<file path="src/rtl/dsp_pkg.sv">
package dsp_pkg;

    // ================================================
    // Widths
    // ================================================
    localparam int CMD_W      = 128;
    localparam int TIME_W     = 32;
    localparam int FREQ_W     = 9;
    localparam int PHASE_W    = 17;
    localparam int AMP_W      = 16;
    localparam int CFG_W      = 4;
    localparam int ENV_WORD_W = 24;
    localparam int SAMPLE_W   = 16;
    localparam int ADC_W      = 16;
    localparam int ACC_W      = 40;

    // Command field positions, bits 102 to 127 reserved
    localparam int CMD_TIME_LSB  = 0;
    localparam int CMD_FREQ_LSB  = 32;
    localparam int CMD_PHASE_LSB = 41;
    localparam int CMD_AMP_LSB   = 58;
    localparam int CMD_CFG_LSB   = 74;
    localparam int CMD_ENV_LSB   = 78;

    // Queue and envelope memory sizes
    localparam int CMD_DEPTH   = 4;
    localparam int QDRV_ENV_AW = 10;
    localparam int RD_ENV_AW   = 12;

    // Element selector in cfg[1:0], code 3 drops the command
    localparam logic [1:0] ELEM_QDRV = 2'd0;
    localparam logic [1:0] ELEM_RDRV = 2'd1;
    localparam logic [1:0] ELEM_RDLO = 2'd2;

    localparam int SAMPLE_SHIFT = 15;
    localparam int MIX_SHIFT    = 8;

    // ================================================
    // Envelope word, qdrv and readout layouts
    // ================================================
    typedef union packed {
        struct packed {
            logic [RD_ENV_AW-QDRV_ENV_AW-1:0] rsvd_hi;
            logic [QDRV_ENV_AW-1:0]           length;
            logic [RD_ENV_AW-QDRV_ENV_AW-1:0] rsvd_lo;
            logic [QDRV_ENV_AW-1:0]           start;
        } q;
        struct packed {
            logic [RD_ENV_AW-1:0] length;
            logic [RD_ENV_AW-1:0] start;
        } rd;
    } env_word_u;

endpackage

</file>
<file path="src/rtl/readout_acc.sv">
module readout_acc (
    input  logic                         dspif,
    input  logic                         rst_n,
    input  logic                         sample_valid,
    input  logic [dsp_pkg::SAMPLE_W-1:0] sample,
    input  logic                         last,
    input  logic [dsp_pkg::ADC_W-1:0]    adc,
    output logic                         acc_valid,
    output logic [dsp_pkg::ACC_W-1:0]    acc_x
);

    localparam int MIX_W = dsp_pkg::ADC_W + dsp_pkg::SAMPLE_W;

    logic signed [MIX_W-1:0]          mix;
    logic signed [MIX_W-1:0]          mix_sh;
    logic signed [dsp_pkg::ACC_W-1:0] term;
    logic                             in_pulse;

    // ================================================
    // Mix and accumulate
    // ================================================
    assign mix    = $signed(adc) * $signed(sample);
    assign mix_sh = mix >>> dsp_pkg::MIX_SHIFT;
    assign term   = {{(dsp_pkg::ACC_W - MIX_W){mix_sh[MIX_W-1]}}, mix_sh};

    // First sample of a pulse restarts the sum
    always_ff @(posedge dspif) begin
        if (sample_valid) begin
            acc_x <= (in_pulse ? acc_x : '0) + term;
        end
    end

    always_ff @(posedge dspif or negedge rst_n) begin
        if (!rst_n) begin
            in_pulse  <= 1'b0;
            acc_valid <= 1'b0;
        end else begin
            if (sample_valid) begin
                in_pulse <= !last;
            end
            // Sum is complete the cycle after the last sample
            acc_valid <= sample_valid && last;
        end
    end

endmodule

</file>
<file path="config.mk">
export PLATFORM = sky130hd
export DESIGN_NAME = readout_acc
export DESIGN_NICKNAME = d
export VERILOG_FILES = /design/src/rtl/dsp_pkg.sv /design/src/rtl/readout_acc.sv
export SDC_FILE = /design/constraint.sdc
export NUM_CORES = 1
export LEC_CHECK = 0
export BUFFER_PORTS_ARGS = -buffer_cell sky130_fd_sc_hd__clkbuf_2
export CORE_MARGIN = 3
export CORE_UTILIZATION = 55
export CTS_BUF_LIST = sky130_fd_sc_hd__clkbuf_8 sky130_fd_sc_hd__clkbuf_16
export CTS_CLUSTER_SIZE = 24
export DETAILED_ROUTE_END_ITERATION = 10
export PLACE_DENSITY = 0.8
export SETUP_SLACK_MARGIN = 0.1
export SLEW_MARGIN = 20
export SYNTH_ARGS = -nofsm -noshare
export SYNTH_HDL_FRONTEND = slang
export SYNTH_SLANG_ARGS = --single-unit
</file>
<file path="constraint.sdc">
create_clock -name dspif -period 5.1 [get_ports dspif]
set_clock_uncertainty 0.05 [all_clocks]
set_input_delay 1.02 -clock dspif [delete_from_list [all_inputs] [get_ports dspif]]
set_output_delay 1.02 -clock dspif [all_outputs]
set_load 0.03 [all_outputs]
</file>
==> flow_summary.json <==
{
  "outcome": "finished with violations",
  "violations": "negative setup slack",
  "dieArea_um2": 25800,
  "synth.most_common_cell": "inv_1",
  "htree_levels": 2,
  "dp_cells": 2015,
  "endpoint_kind": "flop",
  "arrival_ns": 8.77,
  "layout-drive-gt1-share_pct": 32.6,
  "min_path_type": "input pin to asynchronous set/reset pin",
  "path_max_fanout": 8,
  "core_um2": 23100,
  "initial_core_util_pct": 57.1,
  "finalCritPeriodShare_pct": 172,
  "rrSetupSlack_ns": 1.38,
  "crit_top_cell": "fa_1",
  "layout.cells.non_filler": 2068,
  "cpPeakStageDelay_ns": 0.61,
  "yosys-top-cells-area": "fa_1, ha_1, edfxtp_1",
  "syn-num-nets": 1846,
  "cts_root_buffer": "clkbuf_16",
  "start_kind": "input pin",
  "nFillCells": 1375,
  "synthArstFlopShare_pct": 4.76,
  "viasPerCell": 5.60,
  "hold_buffers": 0,
  "clk_pin_slew_ns": 0.07,
  "ioPinCount": 77,
  "antenna_cells": 0,
  "gp_congestion": 0.931,
  "clkLatencyLatePin_ns": 0.30,
  "synth_edf_count": 40,
  "utilization_pct": 76.2,
  "grt_max_degree": 43,
  "synth_top_area_share_pct": 39.8,
  "overflow": 0,
  "first_pass_iters": 5,
  "first_iter_violations": 753,
  "slew_violations": 0,
  "wl_per_cell_um": 18.4,
  "syn_avg_cell_area_um2": 9.18,
  "min_period_ns": 8.78,
  "synthTopCellsByCount": "inv_1, fa_1, and2_1, nand2_1, ha_1",
  "layout_setup_ws_ns": -3.68,
  "syn_area_um2": 13200,
  "grt_pass1_vias": 12900,
  "synth_cell_types": 63,
  "die_h_um": 161,
  "grt_usage_pct": 29.2,
  "grt_pass1_wl_mm": 61.5,
  "yosys.area.top_type": "fa_1",
  "routed_wl_mm": 38.1,
  "clockBufferDepth": 2,
  "area.growth.synth_to_final_pct": 33.3,
  "io_buffers": 76,
  "slew_headroom_pct": 31.9,
  "die_w_um": 161,
  "crit_required_ns": 5.10,
  "cts_buffers": 5,
  "max_cap_violations": 0,
  "reg2reg_depth": 14,
  "antenna_found_initial": 0,
  "vias": 11600,
  "rows": 55,
  "regToRegStartpoint": "in_pulse",
  "route.detailed.drc": 0,
  "path_class": "input pin to flop",
  "cts_sinks": 42,
  "r2r_end": "acc_x[39]",
  "finalSetupViolCount": 39,
  "ys_seq_elements": 42,
  "synth_warnings": 0,
  "fmax_mhz": 114,
  "syn_inst": 1435,
  "tightest_slew_ns": 1.02,
  "crit_slowest_cell": "fa_1",
  "final_area_um2": 17600,
  "hold_viol_final": 0,
  "final_nets": 2165,
  "synthFlopType": "edfxtp_1",
  "dp.final_hpwl_mm": 28.2,
  "synth-seq-area-share_pct": 9.50,
  "grt_setup_unrepaired": "yes",
  "cts_tree": "done",
  "ant_nets": 0,
  "place_area_um2": 16100
}
[layout make-up]
class,count,area [µm²],area share (%)
multi-input cells,1049,11700,66.5
well taps,313,392,2.23
clock buffers,5,125,0.713
repair buffers,359,2920,16.7
clock inverters,3,68.8,0.392
flip-flops and latches,42,1250,7.13
inverters,297,1120,6.38
[registers in the layout, summed over array words and instances (netlist names)]
signal	count
acc_valid	1
in_pulse	1
acc_x	40
[layer usage]
layer	track usage (%)	share of wire [%]	routed length [µm]	vias up
met3	5.26	7.3	2770	169
met5	0	0	0	-
li1	-	-	-	5084
met1	34.2	35	13500	5761
met2	53.0	53	20200	565
met4	11.5	4.5	1710	0
[what timing repair did]
item,CTS,global route
cloned,0,1
gates resized for setup,122,109
setup buffers,24,25
hold endpoints to repair,0,0
endpoints found under the setup margin,40,40
pin swaps,115,79
[metrics by stage]
step | hold WS, ns | setup slack, ns | TNS (ns)
after CTS | 0.441 | -3.34 | -95.34
after global routing | 0.440 | -3.94 | -112.20
after detailed placement | 0.621 | -3.85 | -112.42
after floorplan | 0.674 | -3.16 | -86.83
final | 0.443 | -3.68 | -103.21
after global placement | 0.624 | -3.75 | -109.59
[how the worst max path moves through the flow]
stage	from	slack (ns)	to	cells past startpoint
after floorplan	sample[3]	-3.16	acc_x[32]	31
after global placement	adc[15]	-3.75	acc_x[39]	31
after detailed placement	adc[15]	-3.85	acc_x[39]	32
after CTS	adc[5]	-3.34	acc_x[39]	32
after global routing	sample[9]	-3.94	acc_x[39]	36
final	sample[7]	-3.68	acc_x[39]	32
[cell families after synthesis]
family / Yosys count / share of synthesized area, %
muxes: 1 / 0.0760
adders and majority gates: 375 / 50.6
xor gates and xnor gates: 70 / 4.71
DFF: 42 / 9.50
and+or+nand+nor: 420 / 16.1
AOI/OAI and AO/OA: 183 / 9.14
buffers and inverters: 344 / 9.91
[critical path: cells and delay by family]
family / cells / cell delay (ns)
simple gates: 3 / 0.29
buf+inv: 6 / 0.52
xor+xnor: 1 / 0.10
compound gates: 14 / 3.08
fa+ha+maj: 8 / 3.78
[cell usage in the layout, fill, tap and decap left out, types with 40 or more instances in the layout]
| cell | count |
|---|---|
| edfxtp_1 | 40 |
| and2_1 | 135 |
| clkbuf_2 | 50 |
| fa_1 | 247 |
| buf_4 | 246 |
| inv_1 | 278 |
| ha_1 | 91 |
| nor2_1 | 41 |
| xnor2_1 | 42 |
| nand2_1 | 143 |
Power is left out: the tool's default activity adds up to more than one toggle a clock period on the data nets, which glitch-free logic cannot reach.
