`src/rtl/dsp_pkg.sv`:
```
package dsp_pkg;

    // ================================================
    // Widths
    // ================================================
    localparam int CMD_W      = 128;
    localparam int TIME_W     = 32;
    localparam int FREQ_W     = 9;
    localparam int PHASE_W    = 17;
    localparam int AMP_W      = 16;
    localparam int CFG_W      = 4;
    localparam int ENV_WORD_W = 24;
    localparam int SAMPLE_W   = 16;
    localparam int ADC_W      = 16;
    localparam int ACC_W      = 40;

    // Command field positions, bits 102 to 127 reserved
    localparam int CMD_TIME_LSB  = 0;
    localparam int CMD_FREQ_LSB  = 32;
    localparam int CMD_PHASE_LSB = 41;
    localparam int CMD_AMP_LSB   = 58;
    localparam int CMD_CFG_LSB   = 74;
    localparam int CMD_ENV_LSB   = 78;

    // Queue and envelope memory sizes
    localparam int CMD_DEPTH   = 4;
    localparam int QDRV_ENV_AW = 10;
    localparam int RD_ENV_AW   = 12;

    // Element selector in cfg[1:0], code 3 drops the command
    localparam logic [1:0] ELEM_QDRV = 2'd0;
    localparam logic [1:0] ELEM_RDRV = 2'd1;
    localparam logic [1:0] ELEM_RDLO = 2'd2;

    localparam int SAMPLE_SHIFT = 15;
    localparam int MIX_SHIFT    = 8;

    // ================================================
    // Envelope word, qdrv and readout layouts
    // ================================================
    typedef union packed {
        struct packed {
            logic [RD_ENV_AW-QDRV_ENV_AW-1:0] rsvd_hi;
            logic [QDRV_ENV_AW-1:0]           length;
            logic [RD_ENV_AW-QDRV_ENV_AW-1:0] rsvd_lo;
            logic [QDRV_ENV_AW-1:0]           start;
        } q;
        struct packed {
            logic [RD_ENV_AW-1:0] length;
            logic [RD_ENV_AW-1:0] start;
        } rd;
    } env_word_u;

endpackage

```
`src/rtl/proc_core.sv`:
```
module proc_core (
    input  logic                           dspif,
    input  logic                           rst_n,
    input  logic [dsp_pkg::TIME_W-1:0]     tcnt,
    input  logic                           cmd_valid,
    input  logic [dsp_pkg::CMD_W-1:0]      cmd,
    output logic                           cmd_credit,
    output logic                           qdrv_stb,
    output logic                           rdrv_stb,
    output logic                           rdlo_stb,
    output logic [dsp_pkg::FREQ_W-1:0]     freq,
    output logic [dsp_pkg::PHASE_W-1:0]    phase,
    output logic [dsp_pkg::AMP_W-1:0]      amp,
    output dsp_pkg::env_word_u             env_word
);

    localparam int PTR_W = $clog2(dsp_pkg::CMD_DEPTH);
    localparam int CNT_W = $clog2(dsp_pkg::CMD_DEPTH + 1);

    logic [dsp_pkg::CMD_W-1:0]  queue [dsp_pkg::CMD_DEPTH];
    logic [PTR_W-1:0]           wr_ptr;
    logic [PTR_W-1:0]           rd_ptr;
    logic [CNT_W-1:0]           count;

    logic [dsp_pkg::CMD_W-1:0]  head;
    logic [dsp_pkg::TIME_W-1:0] head_time;
    logic [dsp_pkg::CFG_W-1:0]  head_cfg;
    logic                       issue;

    // ================================================
    // Command queue
    // ================================================

    // Host spends credits, so a push never lands on a full queue
    always_ff @(posedge dspif) begin
        if (cmd_valid) begin
            queue[wr_ptr] <= cmd;
        end
    end

    always_ff @(posedge dspif or negedge rst_n) begin
        if (!rst_n) begin
            wr_ptr <= '0;
            rd_ptr <= '0;
            count  <= '0;
        end else begin
            if (cmd_valid) begin
                wr_ptr <= (wr_ptr == PTR_W'(dsp_pkg::CMD_DEPTH - 1)) ? '0 : wr_ptr + 1'b1;
            end
            if (issue) begin
                rd_ptr <= (rd_ptr == PTR_W'(dsp_pkg::CMD_DEPTH - 1)) ? '0 : rd_ptr + 1'b1;
            end
            count <= count + CNT_W'(cmd_valid) - CNT_W'(issue);
        end
    end

    // ================================================
    // Time-triggered issue
    // ================================================
    assign head      = queue[rd_ptr];
    assign head_time = head[dsp_pkg::CMD_TIME_LSB +: dsp_pkg::TIME_W];
    assign head_cfg  = head[dsp_pkg::CMD_CFG_LSB +: dsp_pkg::CFG_W];

    // Head leaves once its trigger time has been reached
    assign issue = (count != '0) && (head_time <= tcnt);

    always_ff @(posedge dspif or negedge rst_n) begin
        if (!rst_n) begin
            cmd_credit <= 1'b0;
            qdrv_stb   <= 1'b0;
            rdrv_stb   <= 1'b0;
            rdlo_stb   <= 1'b0;
        end else begin
            // Every popped slot returns a credit, dropped commands too
            cmd_credit <= issue;
            qdrv_stb   <= issue && (head_cfg[1:0] == dsp_pkg::ELEM_QDRV);
            rdrv_stb   <= issue && (head_cfg[1:0] == dsp_pkg::ELEM_RDRV);
            rdlo_stb   <= issue && (head_cfg[1:0] == dsp_pkg::ELEM_RDLO);
        end
    end

    // Decoded fields, held until the next issue
    // Mode bits cfg[3:2] ride along in the queue but have no use yet
    always_ff @(posedge dspif) begin
        if (issue) begin
            freq     <= head[dsp_pkg::CMD_FREQ_LSB +: dsp_pkg::FREQ_W];
            phase    <= head[dsp_pkg::CMD_PHASE_LSB +: dsp_pkg::PHASE_W];
            amp      <= head[dsp_pkg::CMD_AMP_LSB +: dsp_pkg::AMP_W];
            env_word <= head[dsp_pkg::CMD_ENV_LSB +: dsp_pkg::ENV_WORD_W];
        end
    end

endmodule

```
`config.mk`:
```
export PLATFORM = sky130hd
export DESIGN_NAME = proc_core
export DESIGN_NICKNAME = d
export VERILOG_FILES = /design/src/rtl/dsp_pkg.sv /design/src/rtl/proc_core.sv
export SDC_FILE = /design/constraint.sdc
export NUM_CORES = 1
export LEC_CHECK = 0
export BUFFER_PORTS_ARGS = -buffer_cell sky130_fd_sc_hd__buf_2
export CAP_MARGIN = 30
export CORE_ASPECT_RATIO = 2
export CORE_MARGIN = 4
export CORE_UTILIZATION = 41
export CTS_CLUSTER_DIAMETER = 40
export DETAILED_ROUTE_END_ITERATION = 8
export HOLD_SLACK_MARGIN = 0.1
export SYNTH_ARGS = -nofsm -noshare
export SYNTH_HDL_FRONTEND = slang
export SYNTH_SLANG_ARGS = --single-unit
```
`constraint.sdc`:
```
create_clock -name dspif -period 7.5 [get_ports dspif]
set_input_delay 1.5 -clock dspif [delete_from_list [all_inputs] [get_ports dspif]]
set_output_delay 1.5 -clock dspif [all_outputs]
set_load 0.02 [all_outputs]
```
==> results of run 1 <==
==> metrics by stage <==
step / setup WS (ns) / total power, mW
finish: 3.01 / 8.43
global route: 2.64 / 8.92
CTS: 2.15 / 8.61
detailed placement: 2.17 / 6.38
global placement: 2.17 / 6.29
floorplan: 2.36 / 5.53
==> sequential cells by signal, indices dropped and copies added (netlist names), 2 cells and up <==
name / flops
wr_ptr: 2
freq: 9
amp: 16
phase: 17
env_word: 24
queue: 400
count: 3
rd_ptr: 2
==> layer usage <==
layer	GRT usage [%]	vias up	routed length [µm]
li1	-	3603	-
met1	17.9	4100	13100
met2	26.9	220	18900
met3	3.34	61	1980
met4	5.89	6	1070
met5	0	-	37
==> final timing paths <==
check / start / end / slack [ns] / depth (start not counted)
min in group asynchronous: rst_n / count[1]$_DFF_PN0_ / 0.84 / 1
max in group asynchronous: rst_n / rd_ptr[0]$_DFFE_PN0P_ / 6.42 / 1
worst max-delay path: rd_ptr[0]$_DFFE_PN0P_ / rd_ptr[0]$_DFFE_PN0P_ / 3.01 / 11
worst min register to register: count[2]$_DFF_PN0_ / count[2]$_DFF_PN0_ / 0.47 / 1
worst min-delay path: count[2]$_DFF_PN0_ / count[2]$_DFF_PN0_ / 0.47 / 1
worst max register to register: rd_ptr[0]$_DFFE_PN0P_ / rd_ptr[0]$_DFFE_PN0P_ / 3.01 / 11
==> cell type report <==
class | instances | area [µm²]
Clock buffer | 52 | 1150
Antenna cell | 4 | 10.0
Sequential cell | 477 | 14300
Timing Repair Buffer | 219 | 1240
Tap cell | 545 | 682
Fill cell | 3531 | 21700
Clock inverter | 28 | 279
Multi-Input combinational cell | 208 | 3240
Inverter | 39 | 146
==> cells in the final DEF (no fill, tap or decap), types with 3 or more instances in the layout <==
cell type	n
edfxtp_1	466
buf_2	204
mux4_2	100
clkbuf_16	45
inv_1	39
ha_1	39
a21oi_1	13
nand2_1	11
clkinv_2	11
dfrtp_1	9
buf_4	9
o21ai_0	7
clkbuf_1	7
diode_2	4
nand4_1	4
and2_4	4
inv_6	4
bufinv_16	4
buf_16	4
nor2_1	3
clkinv_1	3
inv_8	3
==> power by group through the flow <==
stage          combinational [mW]  clock [mW]  sequential [mW]
2_1_floorplan                1.37           0             4.17
3_3_place_gp                 2.24           0             4.05
3_5_place_dp                 2.36           0             4.02
4_1_cts                      2.36        2.29             3.97
5_1_grt                      2.57        2.40             3.95
6_report                     2.33        2.21             3.89
==> cell families (layout without fill, tap and decap cells) <==
family,count (synthesis),in the layout
flops,477,477
simple gates,35,35
compound gates,29,29
buf+inv,61,338
mux,102,102
other cells,0,4
xor+xnor,2,2
fa+ha+maj,40,40
==> critical path, cell delays in order, from the launching register on <==
cell      delay, ns
dfrtp_4        0.57
buf_4          0.48
mux4_2         0.56
ha_1           0.29
nor2b_1        0.13
o211a_1        0.22
o21ai_0        0.30
o211ai_1       0.21
a22oi_4        0.17
buf_4          0.37
buf_4          0.70
mux2_4         0.35
==> flow_metrics.py, run 1 <==
metrics = {
    "place": {
        "hpwl_um": 21600,
        "gp_congestion": 0.712,
        "placed_area_um2": 19600,
        "dp.cells": 1487,
        "portBuffers": 204,
    },
    "floorplan": {
        "die_x_um": 155,
        "die_h_um": 302,
        "pin_count": 233,
        "start_util_pct": 41.5,
        "core_um2": 42700,
        "fp.dieArea_um2": 46900,
        "rows": 107,
    },
    "synth": {
        "syn_avg_cell_area_um2": 23.8,
        "synth_commonest_cells": "466 x edfxtp_1, 100 x mux4_2, 39 x ha_1, 39 x inv_1, 13 x a21oi_1",
        "synth_cell_type_count": 35,
        "synthAdderAreaFrac_pct": 2.86,
        "synth_edf_count": 466,
        "synthXorXnorAreaFrac_pct": 0.0987,
        "ys_top_cells_by_area": "edfxtp_1 79%, mux4_2 13%, ha_1 2.8%",
        "synthesis.area_um2": 17700,
        "synth_nets": 949,
        "yosysMostFrequentCell": "edfxtp_1",
        "synth_ff_type": "edfxtp_1",
        "yosys.area.top_type": "edfxtp_1",
        "seq_area_frac_synth_pct": 80.4,
        "async_flop_share_pct": 2.31,
        "synth_top_family_by_area": "multiplexers",
        "yosysWarnings": 0,
        "syn_inst": 746,
        "synth-simple-area-share_pct": 1.32,
        "ys_ff_latch": 477,
        "muxShareOfSynthArea_pct": 12.9,
        "netlist.area_leader.share_pct": 78.9,
        "synth_compound_area_share_pct": 1.07,
    },
    "sta": {
        "tightest_slew_ns": 0.806,
        "slew_violations": 0,
        "hold_ws_ns": 0.475,
        "fin_worst_skew_ns": 0.0204,
        "slew-limit-headroom_pct": 46.3,
        "finalCritPeriodShare_pct": 59.9,
        "period_needed_ns": 4.49,
        "setup-violations-final": 0,
        "final.setup.tns_ns": 0,
        "rsz0062_at_grt": "no",
        "clock.fmax_mhz": 223,
        "hold_violations": 0,
    },
    "critical_path": {
        "critPathKind": "reg -> reg",
        "crit_arrival_ns": 4.91,
        "critical_path_required_ns": 7.92,
        "worstPathMaxFanout": 47,
        "startpoint_type": "flop",
        "end_kind": "flop",
    },
    "routing": {
        "drcViolationCount": 0,
        "vias": 7990,
        "routed_via_density": 5.08,
        "drt_iter0_markers": 402,
        "wirelength_um": 35100,
        "drt-pass1-iter-count": 4,
        "wl_per_cell_um": 22.3,
        "postRouteAntennaNets": 0,
    },
    "power_and_ir_drop": {
        "p_leak_nw": 7.43,
        "power.density_nw_per_um2": 401,
        "p_comb_share_pct": 27.7,
        "irDropWorstVdd_mv": 0.322,
        "power_switching_mw": 2.52,
        "p_sw_share_pct": 29.9,
        "seqPwrFrac_pct": 46.1,
        "clkPwrFrac_pct": 26.2,
        "p_int_mw": 5.92,
    },
    "global_route": {
        "first_global_vias": 8764,
        "overflow": 0,
        "grt_max_degree": 53,
        "grt_first_pass_wirelength_um": 53600,
        "antenna_found_initial": 8,
        "grt_use_total_pct": 15.2,
    },
    "hold_path": {
        "hold_class": "reg -> reg",
    },
    "clock_tree": {
        "htree_num_levels": 2,
        "post_cts_buffers": 0,
        "clk_pin_slew_ns": 0.06,
        "cts_tree": "done",
        "numCtsBuffers": 44,
        "cts_buffer_depth": 3,
        "cts_hold_buf": 0,
        "root_buffer": "clkbuf_16",
        "clkLatencyLatePin_ns": 0.55,
        "cts_resized": 0,
        "cts_sinks": 477,
    },
    "final_layout": {
        "final_area_um2": 21000,
        "drive_above_1_share_pct": 39.8,
        "final_cell_count_no_fill": 1572,
        "layout.nets": 1192,
        "syn_to_final_growth_pct": 18.5,
        "final_core_util_pct": 49.2,
    },
    "outcome": {
        "run_status": "finished clean",
    },
    "job": {
        "drv_cap": 0,
    },
}
Note: power is estimated with default switching activity, not from simulation.
==> run 2, diff against run 1 <==
clock period = 4.48 ns   (was 7.5 ns; I/O delays follow)
==> flow_metrics.py, run 2 (same netlist as run 1, synthesis figures left out) <==
metrics = {
    "routing": {
        "drcViolationCount": 0,
        "drt-pass1-iter-count": 6,
        "postRouteAntennaNets": 0,
        "wirelength_um": 34900,
        "drt_iter0_markers": 369,
        "vias": 7988,
        "routed_via_density": 5.07,
        "wl_per_cell_um": 22.2,
    },
    "final_layout": {
        "final_core_util_pct": 49.3,
        "drive_above_1_share_pct": 39.7,
        "final_area_um2": 21100,
        "syn_to_final_growth_pct": 18.8,
        "top_regs": "queue: 400 flops, env_word: 24 flops, phase: 17 flops",
        "layout_commonest_cell": "edfxtp_1",
        "layout.nets": 1195,
        "largest_reg_flops": 400,
        "mostFrequentLayoutCells": "466 x edfxtp_1, 204 x buf_2, 100 x mux4_2, 45 x clkbuf_16, 39 x inv_1",
        "largest_register": "queue",
        "n_fill_cell": 3478,
    },
    "critical_path": {
        "path_buf_inv": 5,
        "rr_endpoint": "count[2]$_DFF_PN0_",
        "crit_family": "adder cells",
        "critPathSlowestCell": "dfrtp_4",
        "critPathMaxStageDelay_ns": 0.56,
        "ff2ff_path_depth": 17,
        "worstPathCellList": "buf_4 -> buf_4 -> mux4_2 -> inv_1 -> ha_1 -> nor2b_1 -> o211a_1 -> o21ai_0 -> o211ai_1 -> a22oi_4 -> ha_1 -> inv_1 -> ha_1 -> inv_1 -> fa_2 -> xnor2_1 -> xnor2_1",
        "end_kind": "flop",
        "worstPathMaxFanout": 20,
        "worstReg2RegStart": "rd_ptr[0]$_DFFE_PN0P_",
        "critPathKind": "reg -> reg",
        "critical_path_required_ns": 4.94,
        "reg2reg_slack_ns": 0.45,
        "startpoint_type": "flop",
        "crit_arrival_ns": 4.49,
    },
    "floorplan": {
        "rows": 107,
        "die_x_um": 155,
        "fp.dieArea_um2": 46900,
        "pin_count": 233,
        "core_um2": 42700,
        "start_util_pct": 41.5,
        "die_h_um": 302,
    },
    "outcome": {
        "run_status": "finished clean",
    },
    "sta": {
        "setup-violations-final": 0,
        "slew_violations": 0,
        "hold_violations": 0,
        "period_needed_ns": 4.03,
        "rsz0062_at_grt": "no",
        "clock.fmax_mhz": 248,
        "slew-limit-headroom_pct": 41.3,
        "fin_worst_skew_ns": 0.0192,
        "finalCritPeriodShare_pct": 90.0,
        "tightest_slew_ns": 0.881,
    },
    "hold_path": {
        "hold_class": "in -> async",
    },
    "clock_tree": {
        "clkLatencyLatePin_ns": 0.55,
        "cts_resized": 0,
        "cts_tree": "done",
        "cts_hold_buf": 0,
        "clk_pin_slew_ns": 0.06,
        "root_buffer": "clkbuf_16",
        "cts_sinks": 477,
        "numCtsBuffers": 44,
        "post_cts_buffers": 0,
        "htree_num_levels": 2,
        "cts_buffer_depth": 3,
    },
    "power_and_ir_drop": {
        "power.density_nw_per_um2": 671,
        "irDropWorstVdd_mv": 0.500,
        "p_leak_nw": 7.43,
    },
    "global_route": {
        "grt_max_degree": 73,
        "antenna_found_initial": 7,
        "first_global_vias": 8812,
        "overflow": 0,
        "grt_first_pass_wirelength_um": 53500,
        "grt_use_total_pct": 15.1,
    },
    "job": {
        "drv_cap": 0,
    },
    "place": {
        "gp_congestion": 0.721,
        "placed_area_um2": 19600,
        "hpwl_um": 21400,
        "portBuffers": 204,
    },
}
run 2: per-stage QoR:
step	hold slack (ns)	setup slack (ns)	setup TNS (ns)	total power, mW	cells
detailed placement	0.457	0.328	0	10.7	1490
global route	0.218	0.0758	0	14.9	1572
global placement	0.455	0.362	0	10.6	1489
finish	0.233	0.450	0	14.1	1575
CTS	0.202	0.302	0	14.4	1568
floorplan	0.439	-0.329	-0.593	9.34	746
run 2: routing by layer:
| metal | routed length (µm) | track usage [%] | vias up |
|---|---|---|---|
| met4 | 1270 | 6.15 | 2 |
| met5 | 7 | 0 | - |
| li1 | - | - | 3602 |
| met2 | 18800 | 27.1 | 187 |
| met3 | 1710 | 3.01 | 60 |
| met1 | 13100 | 17.7 | 4137 |
run 2: worst max path at each step:
| stage | start | endpoint | slack, ns | cells past startpoint |
|---|---|---|---|---|
| final | rd_ptr[0]$_DFFE_PN0P_ | count[2]$_DFF_PN0_ | 0.45 | 17 |
| after global routing | rd_ptr[0]$_DFFE_PN0P_ | count[2]$_DFF_PN0_ | 0.08 | 17 |
| after CTS | rd_ptr[0]$_DFFE_PN0P_ | count[2]$_DFF_PN0_ | 0.30 | 17 |
| after detailed placement | rd_ptr[0]$_DFFE_PN0P_ | count[2]$_DFF_PN0_ | 0.33 | 17 |
| after global placement | rd_ptr[0]$_DFFE_PN0P_ | count[2]$_DFF_PN0_ | 0.36 | 17 |
| after floorplan | rd_ptr[0]$_DFFE_PN0P_ | count[2]$_DFF_PN0_ | -0.33 | 16 |
run 2: final cells by class:
type	instances	area (µm²)	area share [%]
clock buffers	53	1160	5.49
multi-input cells	208	3260	15.5
repair buffers	222	1280	6.06
flip-flops and latches	477	14300	67.8
inverters	39	146	0.695
clock inverters	25	262	1.24
well taps	545	682	3.24
diodes	6	15.0	0.0713
run 2: where the power goes:
| group | switching (mW) | internal, mW | leakage [nW] |
|---|---|---|---|
| Clock | 1.58 | 2.09 | 0.689 |
| Sequential | 0.277 | 6.19 | 4.46 |
| Combinational | 2.34 | 1.67 | 2.29 |
