**config.mk**
```make
export PLATFORM = sky130hd
export DESIGN_NAME = pulse_element
export DESIGN_NICKNAME = d
export VERILOG_FILES = /design/src/rtl/dsp_pkg.sv /design/src/rtl/pulse_element.sv
export SDC_FILE = /design/constraint.sdc
export NUM_CORES = 1
export LEC_CHECK = 0
export BUFFER_PORTS_ARGS = -buffer_cell sky130_fd_sc_hd__buf_2
export CAP_MARGIN = 40
export CORE_MARGIN = 1.5
export CORE_UTILIZATION = 30
export DETAILED_ROUTE_END_ITERATION = 16
export GPL_TIMING_DRIVEN = 0
export SLEW_MARGIN = 20
export SYNTH_ARGS = -nofsm -noshare
export SYNTH_HDL_FRONTEND = slang
export SYNTH_SLANG_ARGS = --single-unit
```
**constraint.sdc**
```tcl
create_clock -name dspif -period 7 [get_ports dspif]
set_input_delay 1.05 -clock dspif [delete_from_list [all_inputs] [get_ports dspif]]
set_output_delay 1.05 -clock dspif [all_outputs]
set_load 0.01 [all_outputs]
```
**src/rtl/dsp_pkg.sv**
```systemverilog
package dsp_pkg;

    // ================================================
    // Widths
    // ================================================
    localparam int CMD_W      = 128;
    localparam int TIME_W     = 32;
    localparam int FREQ_W     = 9;
    localparam int PHASE_W    = 17;
    localparam int AMP_W      = 16;
    localparam int CFG_W      = 4;
    localparam int ENV_WORD_W = 24;
    localparam int SAMPLE_W   = 16;
    localparam int ADC_W      = 16;
    localparam int ACC_W      = 40;

    // Command field positions, bits 102 to 127 reserved
    localparam int CMD_TIME_LSB  = 0;
    localparam int CMD_FREQ_LSB  = 32;
    localparam int CMD_PHASE_LSB = 41;
    localparam int CMD_AMP_LSB   = 58;
    localparam int CMD_CFG_LSB   = 74;
    localparam int CMD_ENV_LSB   = 78;

    // Queue and envelope memory sizes
    localparam int CMD_DEPTH   = 4;
    localparam int QDRV_ENV_AW = 10;
    localparam int RD_ENV_AW   = 12;

    // Element selector in cfg[1:0], code 3 drops the command
    localparam logic [1:0] ELEM_QDRV = 2'd0;
    localparam logic [1:0] ELEM_RDRV = 2'd1;
    localparam logic [1:0] ELEM_RDLO = 2'd2;

    localparam int SAMPLE_SHIFT = 15;
    localparam int MIX_SHIFT    = 8;

    // ================================================
    // Envelope word, qdrv and readout layouts
    // ================================================
    typedef union packed {
        struct packed {
            logic [RD_ENV_AW-QDRV_ENV_AW-1:0] rsvd_hi;
            logic [QDRV_ENV_AW-1:0]           length;
            logic [RD_ENV_AW-QDRV_ENV_AW-1:0] rsvd_lo;
            logic [QDRV_ENV_AW-1:0]           start;
        } q;
        struct packed {
            logic [RD_ENV_AW-1:0] length;
            logic [RD_ENV_AW-1:0] start;
        } rd;
    } env_word_u;

endpackage

```
**src/rtl/pulse_element.sv**
```systemverilog
module pulse_element #(
    parameter int AW = dsp_pkg::QDRV_ENV_AW
) (
    input  logic                         dspif,
    input  logic                         rst_n,
    input  logic                         stb,
    input  logic [dsp_pkg::FREQ_W-1:0]   freq,
    input  logic [dsp_pkg::PHASE_W-1:0]  phase,
    input  logic [dsp_pkg::AMP_W-1:0]    amp,
    input  dsp_pkg::env_word_u           env_word,
    output logic [AW-1:0]                rd_addr,
    input  logic [dsp_pkg::SAMPLE_W-1:0] rd_data,
    output logic                         sample_valid,
    output logic [dsp_pkg::SAMPLE_W-1:0] sample,
    output logic                         last,
    output logic [dsp_pkg::PHASE_W-1:0]  phase_out
);

    localparam int PROD_W = dsp_pkg::SAMPLE_W + dsp_pkg::AMP_W;

    logic [AW-1:0]                      env_start;
    logic [AW-1:0]                      env_len;
    logic [AW-1:0]                      addr;
    logic [AW-1:0]                      remain;
    logic                               active;
    logic                               rd_valid;
    logic                               rd_last;
    logic                               data_valid;
    logic                               data_last;
    logic signed [dsp_pkg::AMP_W-1:0]   amp_r;
    logic [dsp_pkg::FREQ_W-1:0]         freq_r;
    logic [dsp_pkg::PHASE_W-1:0]        phase_acc;
    logic signed [PROD_W-1:0]           prod;
    logic signed [PROD_W-1:0]           prod_sh;

    // Envelope word layout follows the memory size
    generate
        if (AW == dsp_pkg::QDRV_ENV_AW) begin : g_qdrv_view
            assign env_start = env_word.q.start;
            assign env_len   = env_word.q.length;
        end else begin : g_rd_view
            assign env_start = env_word.rd.start;
            assign env_len   = env_word.rd.length;
        end
    endgenerate

    // ================================================
    // Address walk
    // ================================================

    // First read goes out in the strobe cycle itself
    always_comb begin
        if (stb) begin
            rd_addr  = env_start;
            rd_valid = (env_len != '0);
            rd_last  = (env_len == AW'(1));
        end else begin
            rd_addr  = addr;
            rd_valid = active;
            rd_last  = active && (remain == AW'(1));
        end
    end

    always_ff @(posedge dspif or negedge rst_n) begin
        if (!rst_n) begin
            active <= 1'b0;
            addr   <= '0;
            remain <= '0;
        end else if (stb) begin
            addr   <= env_start + 1'b1;
            remain <= env_len - 1'b1;
            active <= (env_len > AW'(1));
        end else if (active) begin
            addr   <= addr + 1'b1;
            remain <= remain - 1'b1;
            active <= (remain > AW'(1));
        end
    end

    // ================================================
    // Scale and phase
    // ================================================
    always_ff @(posedge dspif) begin
        if (stb) begin
            amp_r  <= amp;
            freq_r <= freq;
        end
    end

    assign prod    = $signed(rd_data) * amp_r;
    assign prod_sh = prod >>> dsp_pkg::SAMPLE_SHIFT;

    always_ff @(posedge dspif) begin
        if (stb) begin
            phase_acc <= phase;
        end else if (data_valid) begin
            phase_acc <= phase_acc + {{(dsp_pkg::PHASE_W - dsp_pkg::FREQ_W){1'b0}}, freq_r};
        end
    end

    always_ff @(posedge dspif) begin
        if (data_valid) begin
            sample    <= prod_sh[dsp_pkg::SAMPLE_W-1:0];
            phase_out <= phase_acc;
        end
    end

    // Valid and last follow the reads through memory and multiplier
    always_ff @(posedge dspif or negedge rst_n) begin
        if (!rst_n) begin
            data_valid   <= 1'b0;
            data_last    <= 1'b0;
            sample_valid <= 1'b0;
            last         <= 1'b0;
        end else begin
            data_valid   <= rd_valid;
            data_last    <= rd_last;
            sample_valid <= data_valid;
            last         <= data_last;
        end
    end

endmodule

```
==> results of run 1 <==
[cells in the final DEF, fill, tap and decap left out, drive strengths merged, types with 2 or more instances in the layout]
| cell | instances |
|---|---|
| nor2 | 43 |
| a31oi | 2 |
| clkinv | 4 |
| a2111oi | 2 |
| nand2b | 8 |
| and2 | 116 |
| a21oi | 27 |
| o21a | 11 |
| nand2 | 168 |
| clkbuf | 36 |
| o21ai | 36 |
| fa | 256 |
| edfxtp | 75 |
| nor3b | 2 |
| or2 | 2 |
| xnor2 | 35 |
| a21o | 3 |
| inv | 301 |
| mux2 | 10 |
| ha | 91 |
| nand4 | 8 |
| xor2 | 25 |
| o31ai | 4 |
| dfrtp | 25 |
| and3 | 5 |
| nor2b | 3 |
| a221o | 2 |
| a21boi | 3 |
| o211ai | 4 |
| buf | 133 |
| nor3 | 17 |
| mux2i | 4 |
| nand3 | 8 |
[through the flow]
stage / hold slack [ns] / instances / setup slack, ns
CTS: 0.387 / 2070 / 0.00443
finish: 0.378 / 2072 / 0.251
floorplan: 0.331 / 1346 / 0.285
global placement: 0.336 / 2063 / -0.574
global route: 0.393 / 2072 / 0.00965
detailed placement: 0.352 / 2065 / -0.592
[flip-flops by register name (all words and copies together) (netlist names)]
signal	cells
phase_out	17
phase_acc	17
addr	10
remain	10
data_valid	1
sample_valid	1
sample	16
amp_r	16
data_last	1
active	1
last	1
freq_r	9
[critical path: cells and delay by family]
family / cells / cell delay [ns]
AND/OR/NAND/NOR: 2 / 0.34
XOR/XNOR: 1 / 0.12
AO/OA/AOI/OAI: 6 / 1.65
buffers and inverters: 5 / 0.42
adder cells (fa/ha/maj): 7 / 3.28
[worst paths after layout]
path / start / to / slack (ns) / cells after the start
max reg2reg: amp_r[6] / sample[15] / 0.29 / 21
min: data_last / last / 0.38 / 0
max: rd_data[9] / sample[15] / 0.25 / 21
min reg2reg: data_last / last / 0.38 / 0
max in group asynchronous: rst_n / data_valid / 5.90 / 1
min in group asynchronous: rst_n / remain[7] / 0.66 / 1
[Yosys cell counts (3+ instances only)]
| cell type | number |
|---|---|
| o21ai_0 | 34 |
| nand3_1 | 8 |
| clkbuf_1 | 40 |
| o211ai_1 | 4 |
| o21a_1 | 11 |
| xor2_1 | 25 |
| fa_1 | 256 |
| a21boi_0 | 3 |
| nor2_1 | 43 |
| and2_1 | 116 |
| ha_1 | 91 |
| nand2_1 | 168 |
| xnor2_1 | 35 |
| nor2b_1 | 3 |
| o31ai_1 | 4 |
| mux2_2 | 10 |
| nand2b_1 | 8 |
| mux2i_1 | 4 |
| nand4_1 | 7 |
| nor3_1 | 17 |
| a21oi_1 | 27 |
| a21o_1 | 3 |
| dfrtp_1 | 25 |
| edfxtp_1 | 75 |
| and3_1 | 5 |
| inv_1 | 298 |
[metal layers]
metal	track usage (%)	wire (um)	share of wire [%]	vias to the layer above
met5	0	13	0.040	-
met4	3.98	578	1.8	2
met3	3.06	2010	6.1	31
met2	25.0	15800	48	262
met1	20.5	14500	44	4658
li1	-	-	-	4338
[what timing repair did]
action,CTS,global route
hold buffers,0,0
gates cloned,0,0
gates resized for setup,0,24
setup endpoints to repair,5,10
pin swaps,0,0
setup buffers,0,4
hold endpoints to repair,0,0
[area by class of cell]
type | count | area [um2] | share of cell area [%]
flip-flops and latches | 100 | 2880 | 18.8
multi-input cells | 905 | 9450 | 61.7
plain buffers | 29 | 124 | 0.808
clock buffers | 9 | 225 | 1.47
inverters | 298 | 1120 | 7.30
well taps | 592 | 741 | 4.83
repair buffers | 131 | 698 | 4.55
diodes | 1 | 2.50 | 0.0163
clock inverters | 7 | 88.8 | 0.580
[kinds of logic after synthesis]
| logic type | count (synthesis) | share of synthesized area (%) |
|---|---|---|
| and+or+nand+nor | 384 | 13.7 |
| adders and majority gates | 347 | 46.0 |
| buffers and inverters | 341 | 9.42 |
| AOI/OAI and AO/OA | 100 | 4.73 |
| DFF | 100 | 21.2 |
| xor gates and xnor gates | 60 | 3.86 |
| muxes | 14 | 1.12 |
==> run summary, run 1 <==
Setup violations, final -> 0
Seq/Total Area, Yosys -> 21.2%
Slew Viols, Final -> 0
gr usage total -> 15.2%
max-cap viol count -> 0
ranking of synthesized cells by area -> fa_1 (38%), edfxtp_1 (17%), ha_1 (8.4%)
setup tns final -> 0 ns
clock sink count -> 100
DR WL/cell -> 15.9 um
Cells after Synth -> 1,346
Synth Cell Area -> 13,600 um2
vias in the first global route -> 10.1k
placed instance area -> 15,000 um2
CTS tree -> built
Tcrit/Tclk final -> 96.4%
clk_skew -> 0.00510 ns
ratio of cells with drive above 1 in the final layout -> 12.0%
outcome -> completed
Critical Path Fanout Max -> 16
clock buffer depth -> 2
Slowest cell on crit path -> fa_1
WP data arrival -> 6.89 ns
Critical Path RT -> 7.14 ns
# rows -> 77
Top FF cell, synth -> edfxtp_1
DRC viols -> 0
# IOs -> 130
Worst-path clk slew -> 0.08 ns
initial drt markers -> 462
initial antenna violation count -> 2
Yosys warnings -> 0
Die Y-Extent -> 216 um
die width -> 216 um
Hold WC Path Type -> flop to flop
RSZ-0062 raised after global routing -> no
Worst path max stage delay -> 0.53 ns
hpwl dp -> 28.5 mm
post-layout util -> 34.4%
cts bufs inserted -> 9
routability congestion estimate -> 0.885
CTS H-tree depth -> 3
critical path class -> input port to flop
endpoints failing hold -> 0
Post-synth EDFFs -> 75
fmax -> 148 MHz
share of the synthesized area in the top cell type -> 37.7%
Relative slew margins -> 57.2%
CP dominant cell by count -> fa_1
post-route ant nets -> 0
P&R area growth vs syn -> 12.7%
Post-Syn Nets -> 1,778
NumNets Final -> 1,906
Least-Margin Pin Slew -> 0.637 ns
CP Capture Type -> flop
first-pass GRT wire length -> 55.1 mm
largest net degree at the start of global routing -> 26
post-synthesis register bit count -> 100
Syn Area/Cell -> 10.1 um2
clk root buf -> clkbuf_16
Clk Latency, worst-skew pair -> 0.38 ns
final instance area -> 15,300 um2
vias per inst -> 4.48
detailed-route via count -> 9,291
Post-synth ARST share -> 25.0%
total congestion overflow -> 0
Port Buf Inserts -> 125
DRT Pass-1 Iters -> 5
fin crit period -> 6.75 ns
crit path cell chain -> buf_2 -> and2_1 -> fa_1 -> inv_1 -> fa_1 -> fa_1 -> inv_1 -> fa_1 -> fa_1 -> inv_1 -> fa_1 -> inv_1 -> ha_1 -> a21oi_1 -> o21ai_1 -> a221o_1 -> a2111oi_4 -> a211o_2 -> nand4_2 -> a31o_1 -> xnor2_1
Core Box Area -> 44,500 um2
Startpoint Class -> input port
cell taking the most area after synthesis -> fa_1
Die Footprint -> 46,600 um2
fill count -> 4,543
Routed Wire Length -> 32.9 mm
Starting Density -> 30.6%
post-synth cell types -> 45
Power of run 1 is left out: the tool's default activity adds up to more than one toggle a clock period on the data nets, which glitch-free logic cannot reach.
==> inputs of run 2 (changes only) <==
Settings changed: CORE_MARGIN 1.5 to 3, MAX_ROUTING_LAYER set to met4.
==> run 2 against run 1 <==
  * Worst setup slack worse by 0.029 ns
  * Final cell count hardly changed
  * Critical path depth stayed put
  * Core utilization hardly changed
  * Critical path type unchanged
  * Largest cell class unchanged
==> run summary, run 2 (same netlist as run 1, synthesis figures left out) <==
first-pass GRT wire length -> 55.4 mm
# IOs -> 130
Routed Wire Length -> 33.4 mm
endpoints failing hold -> 0
initial antenna violation count -> 2
Critical Path Fanout Max -> 16
setup tns final -> 0 ns
DR WL/cell -> 16.1 um
Critical Path RT -> 7.13 ns
CTS H-tree depth -> 3
vias in the first global route -> 10.2k
gr usage total -> 15.4%
clock buffer depth -> 2
Starting Density -> 30.6%
largest net degree at the start of global routing -> 26
critical path class -> input port to flop
NumNets Final -> 1,903
commonest non-fill, non-tap cell in the layout -> inv_1
Largest regs -> phase_acc x17, phase_out x17
post-route ant nets -> 0
cts bufs inserted -> 9
Hold WC Path Type -> flop to flop
total congestion overflow -> 0
DRT Pass-1 Iters -> 5
Relative slew margins -> 57.4%
Worst-path clk slew -> 0.08 ns
Setup violations, final -> 0
Clk Latency, worst-skew pair -> 0.39 ns
initial drt markers -> 489
routability congestion estimate -> 0.924
max-cap viol count -> 0
clock sink count -> 100
fin crit period -> 6.78 ns
CTS tree -> built
# rows -> 77
clk root buf -> clkbuf_16
clk_skew -> 0.0139 ns
WP data arrival -> 6.91 ns
Die Y-Extent -> 219 um
P&R area growth vs syn -> 12.5%
outcome -> completed
detailed-route via count -> 9,245
Hold Buf Count CTS -> 0
die width -> 219 um
Slew Viols, Final -> 0
Port Buf Inserts -> 125
Least-Margin Pin Slew -> 0.634 ns
Core Box Area -> 44,500 um2
DRC viols -> 0
Tcrit/Tclk final -> 96.8%
ratio of cells with drive above 1 in the final layout -> 11.9%
fmax -> 148 MHz
commonest cells after routing, fill and taps aside -> inv_1 (298), fa_1 (255), nand2_1 (167)
CP Capture Type -> flop
Die Footprint -> 47,900 um2
hpwl dp -> 28.6 mm
vias per inst -> 4.47
Startpoint Class -> input port
-- run 2: worst paths after layout --
path,startpoint,endpoint,slack [ns],cells past startpoint
max in group asynchronous,rst_n,data_valid,5.89,1
min reg2reg,data_last,last,0.36,0
max,rd_data[5],sample[15],0.22,21
min,data_last,last,0.36,0
max reg2reg,amp_r[8],sample[15],0.33,22
min in group asynchronous,rst_n,remain[5],0.67,1
-- run 2: cell type report --
type / instances / area (um2)
Tap cell: 592 / 741
Sequential cell: 100 / 2880
Clock buffer: 9 / 225
Inverter: 298 / 1120
Buffer: 28 / 115
Antenna cell: 2 / 5.00
Clock inverter: 7 / 81.3
Multi-Input combinational cell: 905 / 9460
Fill cell: 4613 / 29200
Timing Repair Buffer: 129 / 688
-- run 2: metrics by stage --
| step | hold WS [ns] | cells | cell area, um2 | utilization (%) | setup WS, ns |
|---|---|---|---|---|---|
| 2_1_floorplan | 0.331 | 1346 | 13600 | - | 0.285 |
| 3_3_place_gp | 0.337 | 2063 | 15000 | 33.6 | -0.546 |
| 3_5_place_dp | 0.336 | 2065 | 15000 | 33.7 | -0.575 |
| 4_1_cts | 0.365 | 2068 | 15300 | 34.3 | 0.0324 |
| 5_1_grt | 0.382 | 2070 | 15300 | 34.4 | -0.0178 |
| 6_report | 0.360 | 2070 | 15300 | 34.4 | 0.222 |
-- run 2: metal layers --
metal  track usage (%)  vias to the layer above  routed length, um
li1                  -                     4335                  -
met1              20.1                     4661              15000
met2              24.5                      222              16000
met3              3.17                       27               1900
met4              4.28                        0                578
met5                 -                        -                  0
-- run 2: worst max-delay path, stage by stage --
cell and delay (ns):
buf_2 0.22, and2_1 0.23, fa_1 0.53, inv_1 0.06, fa_1 0.57, inv_1 0.08, fa_1 0.51, fa_1 0.43
fa_1 0.51, inv_1 0.05, fa_1 0.48, inv_1 0.05, ha_1 0.33, a21oi_1 0.20, o21ai_2 0.13, a221o_1 0.43
a2111oi_4 0.32, a211o_2 0.23, nand4_2 0.10, a31o_1 0.26, xnor2_1 0.12
-- run 2: timing repair --
action                                  in CTS  in global routing
endpoints found under the setup margin       5                 11
resized for setup                            0                 22
pin swaps                                    0                  2
setup buffers                                0                  2
Power of run 2 is left out for the same reason.
==> inputs of run 3 (changes only) <==
Settings changed: CORE_MARGIN 3 to 2, CORE_UTILIZATION 30 to 61, PLACE_DENSITY set to 0.82.
==> run 3 against run 2 <==
  * Die area decreased by 51%
  * Worst setup slack improved by 0.011 ns
  * Design area is 2.6% lower
  * Global-route usage increased by 14 points
  * Via count is 3.1% higher
  * Critical path depth unchanged
  * Wire length decreased by 7.4%
==> run summary, run 3 (same netlist as run 1, synthesis figures left out) <==
outcome -> completed
CP dominant cell by count -> fa_1
WP data arrival -> 6.87 ns
P&R area growth vs syn -> 9.62%
routability congestion estimate -> 0.987
Port Buf Inserts -> 125
endpoints failing hold -> 0
Worst path max stage delay -> 0.54 ns
Critical Path Fanout Max -> 16
clock sink count -> 100
fill count -> 1,674
Routed Wire Length -> 30.9 mm
clk_skew -> 0.0206 ns
vias in the first global route -> 10.6k
max-cap viol count -> 0
Slew Viols, Final -> 0
Critical Path RT -> 7.10 ns
commonest non-fill, non-tap cell in the layout -> inv_1
# rows -> 54
DRT Pass-1 Iters -> 5
CTS tree -> built
Starting Density -> 62.3%
DRC viols -> 0
worst setup margin -> 0.234 ns
Relative slew margins -> 49.4%
Clk Latency, worst-skew pair -> 0.36 ns
clock buffer depth -> 2
clk root buf -> clkbuf_16
pre-CTS WS -> -0.609 ns
Setup violations, final -> 0
DR WL/cell -> 17.6 um
Die Y-Extent -> 153 um
die width -> 153 um
Worst R2R Start -> amp_r[3]
Largest regs -> phase_acc x17, phase_out x17
Worst-path clk slew -> 0.08 ns
cts bufs inserted -> 9
initial drt markers -> 572
Die Footprint -> 23,500 um2
detailed-route via count -> 9,535
vias per inst -> 5.43
post-route ant nets -> 0
Hold WC Path Type -> flop to flop
crit path cell chain -> buf_2 -> and2_1 -> fa_1 -> inv_1 -> fa_1 -> fa_1 -> inv_1 -> fa_1 -> fa_1 -> inv_1 -> fa_1 -> inv_1 -> ha_1 -> a21oi_1 -> o21ai_2 -> a221o_1 -> a2111oi_4 -> a211o_2 -> nand4_2 -> a31o_1 -> xnor2_1
CTS H-tree depth -> 3
critical path class -> input port to flop
Core Box Area -> 21,800 um2
fin crit period -> 6.77 ns
CP startpoint -> rd_data[9]
# IOs -> 130
largest net degree at the start of global routing -> 27
Slowest cell on crit path -> fa_1
Startpoint Class -> input port
Tcrit/Tclk final -> 96.7%
initial antenna violation count -> 1
first-pass GRT wire length -> 52.1 mm
CP Capture Type -> flop
critical hold path startpoint -> data_last
ratio of cells with drive above 1 in the final layout -> 11.9%
Least-Margin Pin Slew -> 0.758 ns
gr usage total -> 29.2%
total congestion overflow -> 0
NumNets Final -> 1,903
fmax -> 148 MHz
hpwl dp -> 26.2 mm
commonest cells after routing, fill and taps aside -> inv_1 (298), fa_1 (255), nand2_1 (167)
-- run 3: worst max-delay path: cells and delay by family --
family | cells | cell delay (ns)
buffers and inverters | 5 | 0.43
AND/OR/NAND/NOR | 2 | 0.33
adder cells (fa/ha/maj) | 7 | 3.30
XOR/XNOR | 1 | 0.12
AO/OA/AOI/OAI | 6 | 1.61
-- run 3: per-stage QoR --
| stage | util [%] | area [um2] | std cells | setup TNS, ns | hold WS (ns) |
|---|---|---|---|---|---|
| final | 68.3 | 14900 | 1757 | 0 | 0.353 |
| after global routing | 68.3 | 14900 | 1757 | -0.00682 | 0.362 |
| after CTS | 68.1 | 14900 | 1755 | 0 | 0.355 |
| after detailed placement | 66.9 | 14600 | 1752 | -5.78 | 0.336 |
| after global placement | 66.8 | 14600 | 1751 | -4.78 | 0.332 |
| after floorplan | - | 13600 | 1346 | 0 | 0.331 |
-- run 3: worst paths after layout --
| check | cells after the start | slack [ns] | endpoint |
|---|---|---|---|
| min in group asynchronous | 1 | 0.68 | data_last |
| max | 21 | 0.23 | sample[15] |
| max in group asynchronous | 1 | 5.91 | data_valid |
| min reg2reg | 0 | 0.35 | last |
| max reg2reg | 20 | 0.28 | sample[15] |
| min | 0 | 0.35 | last |
-- run 3: timing repair --
| action | CTS | global route |
|---|---|---|
| buffers inserted | 0 | 2 |
| resized for setup | 0 | 21 |
| pin swaps | 0 | 4 |
| setup endpoints to repair | 8 | 12 |
| hold buffers | 0 | 0 |
| hold endpoints to repair | 0 | 0 |
-- run 3: area by class of cell --
type                            instances  area, um2  share of cell area, %
Multi-Input combinational cell        905       9460                   63.4
Sequential cell                       100       2880                   19.3
Inverter                              298       1120                   7.50
Timing Repair Buffer                  128        666                   4.46
Tap cell                              280        350                   2.35
Clock buffer                            9        225                   1.51
Buffer                                 29        119                  0.797
Clock inverter                          7       92.6                  0.621
Antenna cell                            1       2.50                 0.0168
-- run 3: layer usage --
metal  wire length (um)  up-vias  global-route usage, %
met5                  0        -                      -
met4               1180        0                   11.6
met3               1950       86                   5.13
met2              15700      341                   48.6
met1              12100     4773                   35.6
li1                   -     4335                      -
Power of run 3 is left out for the same reason.
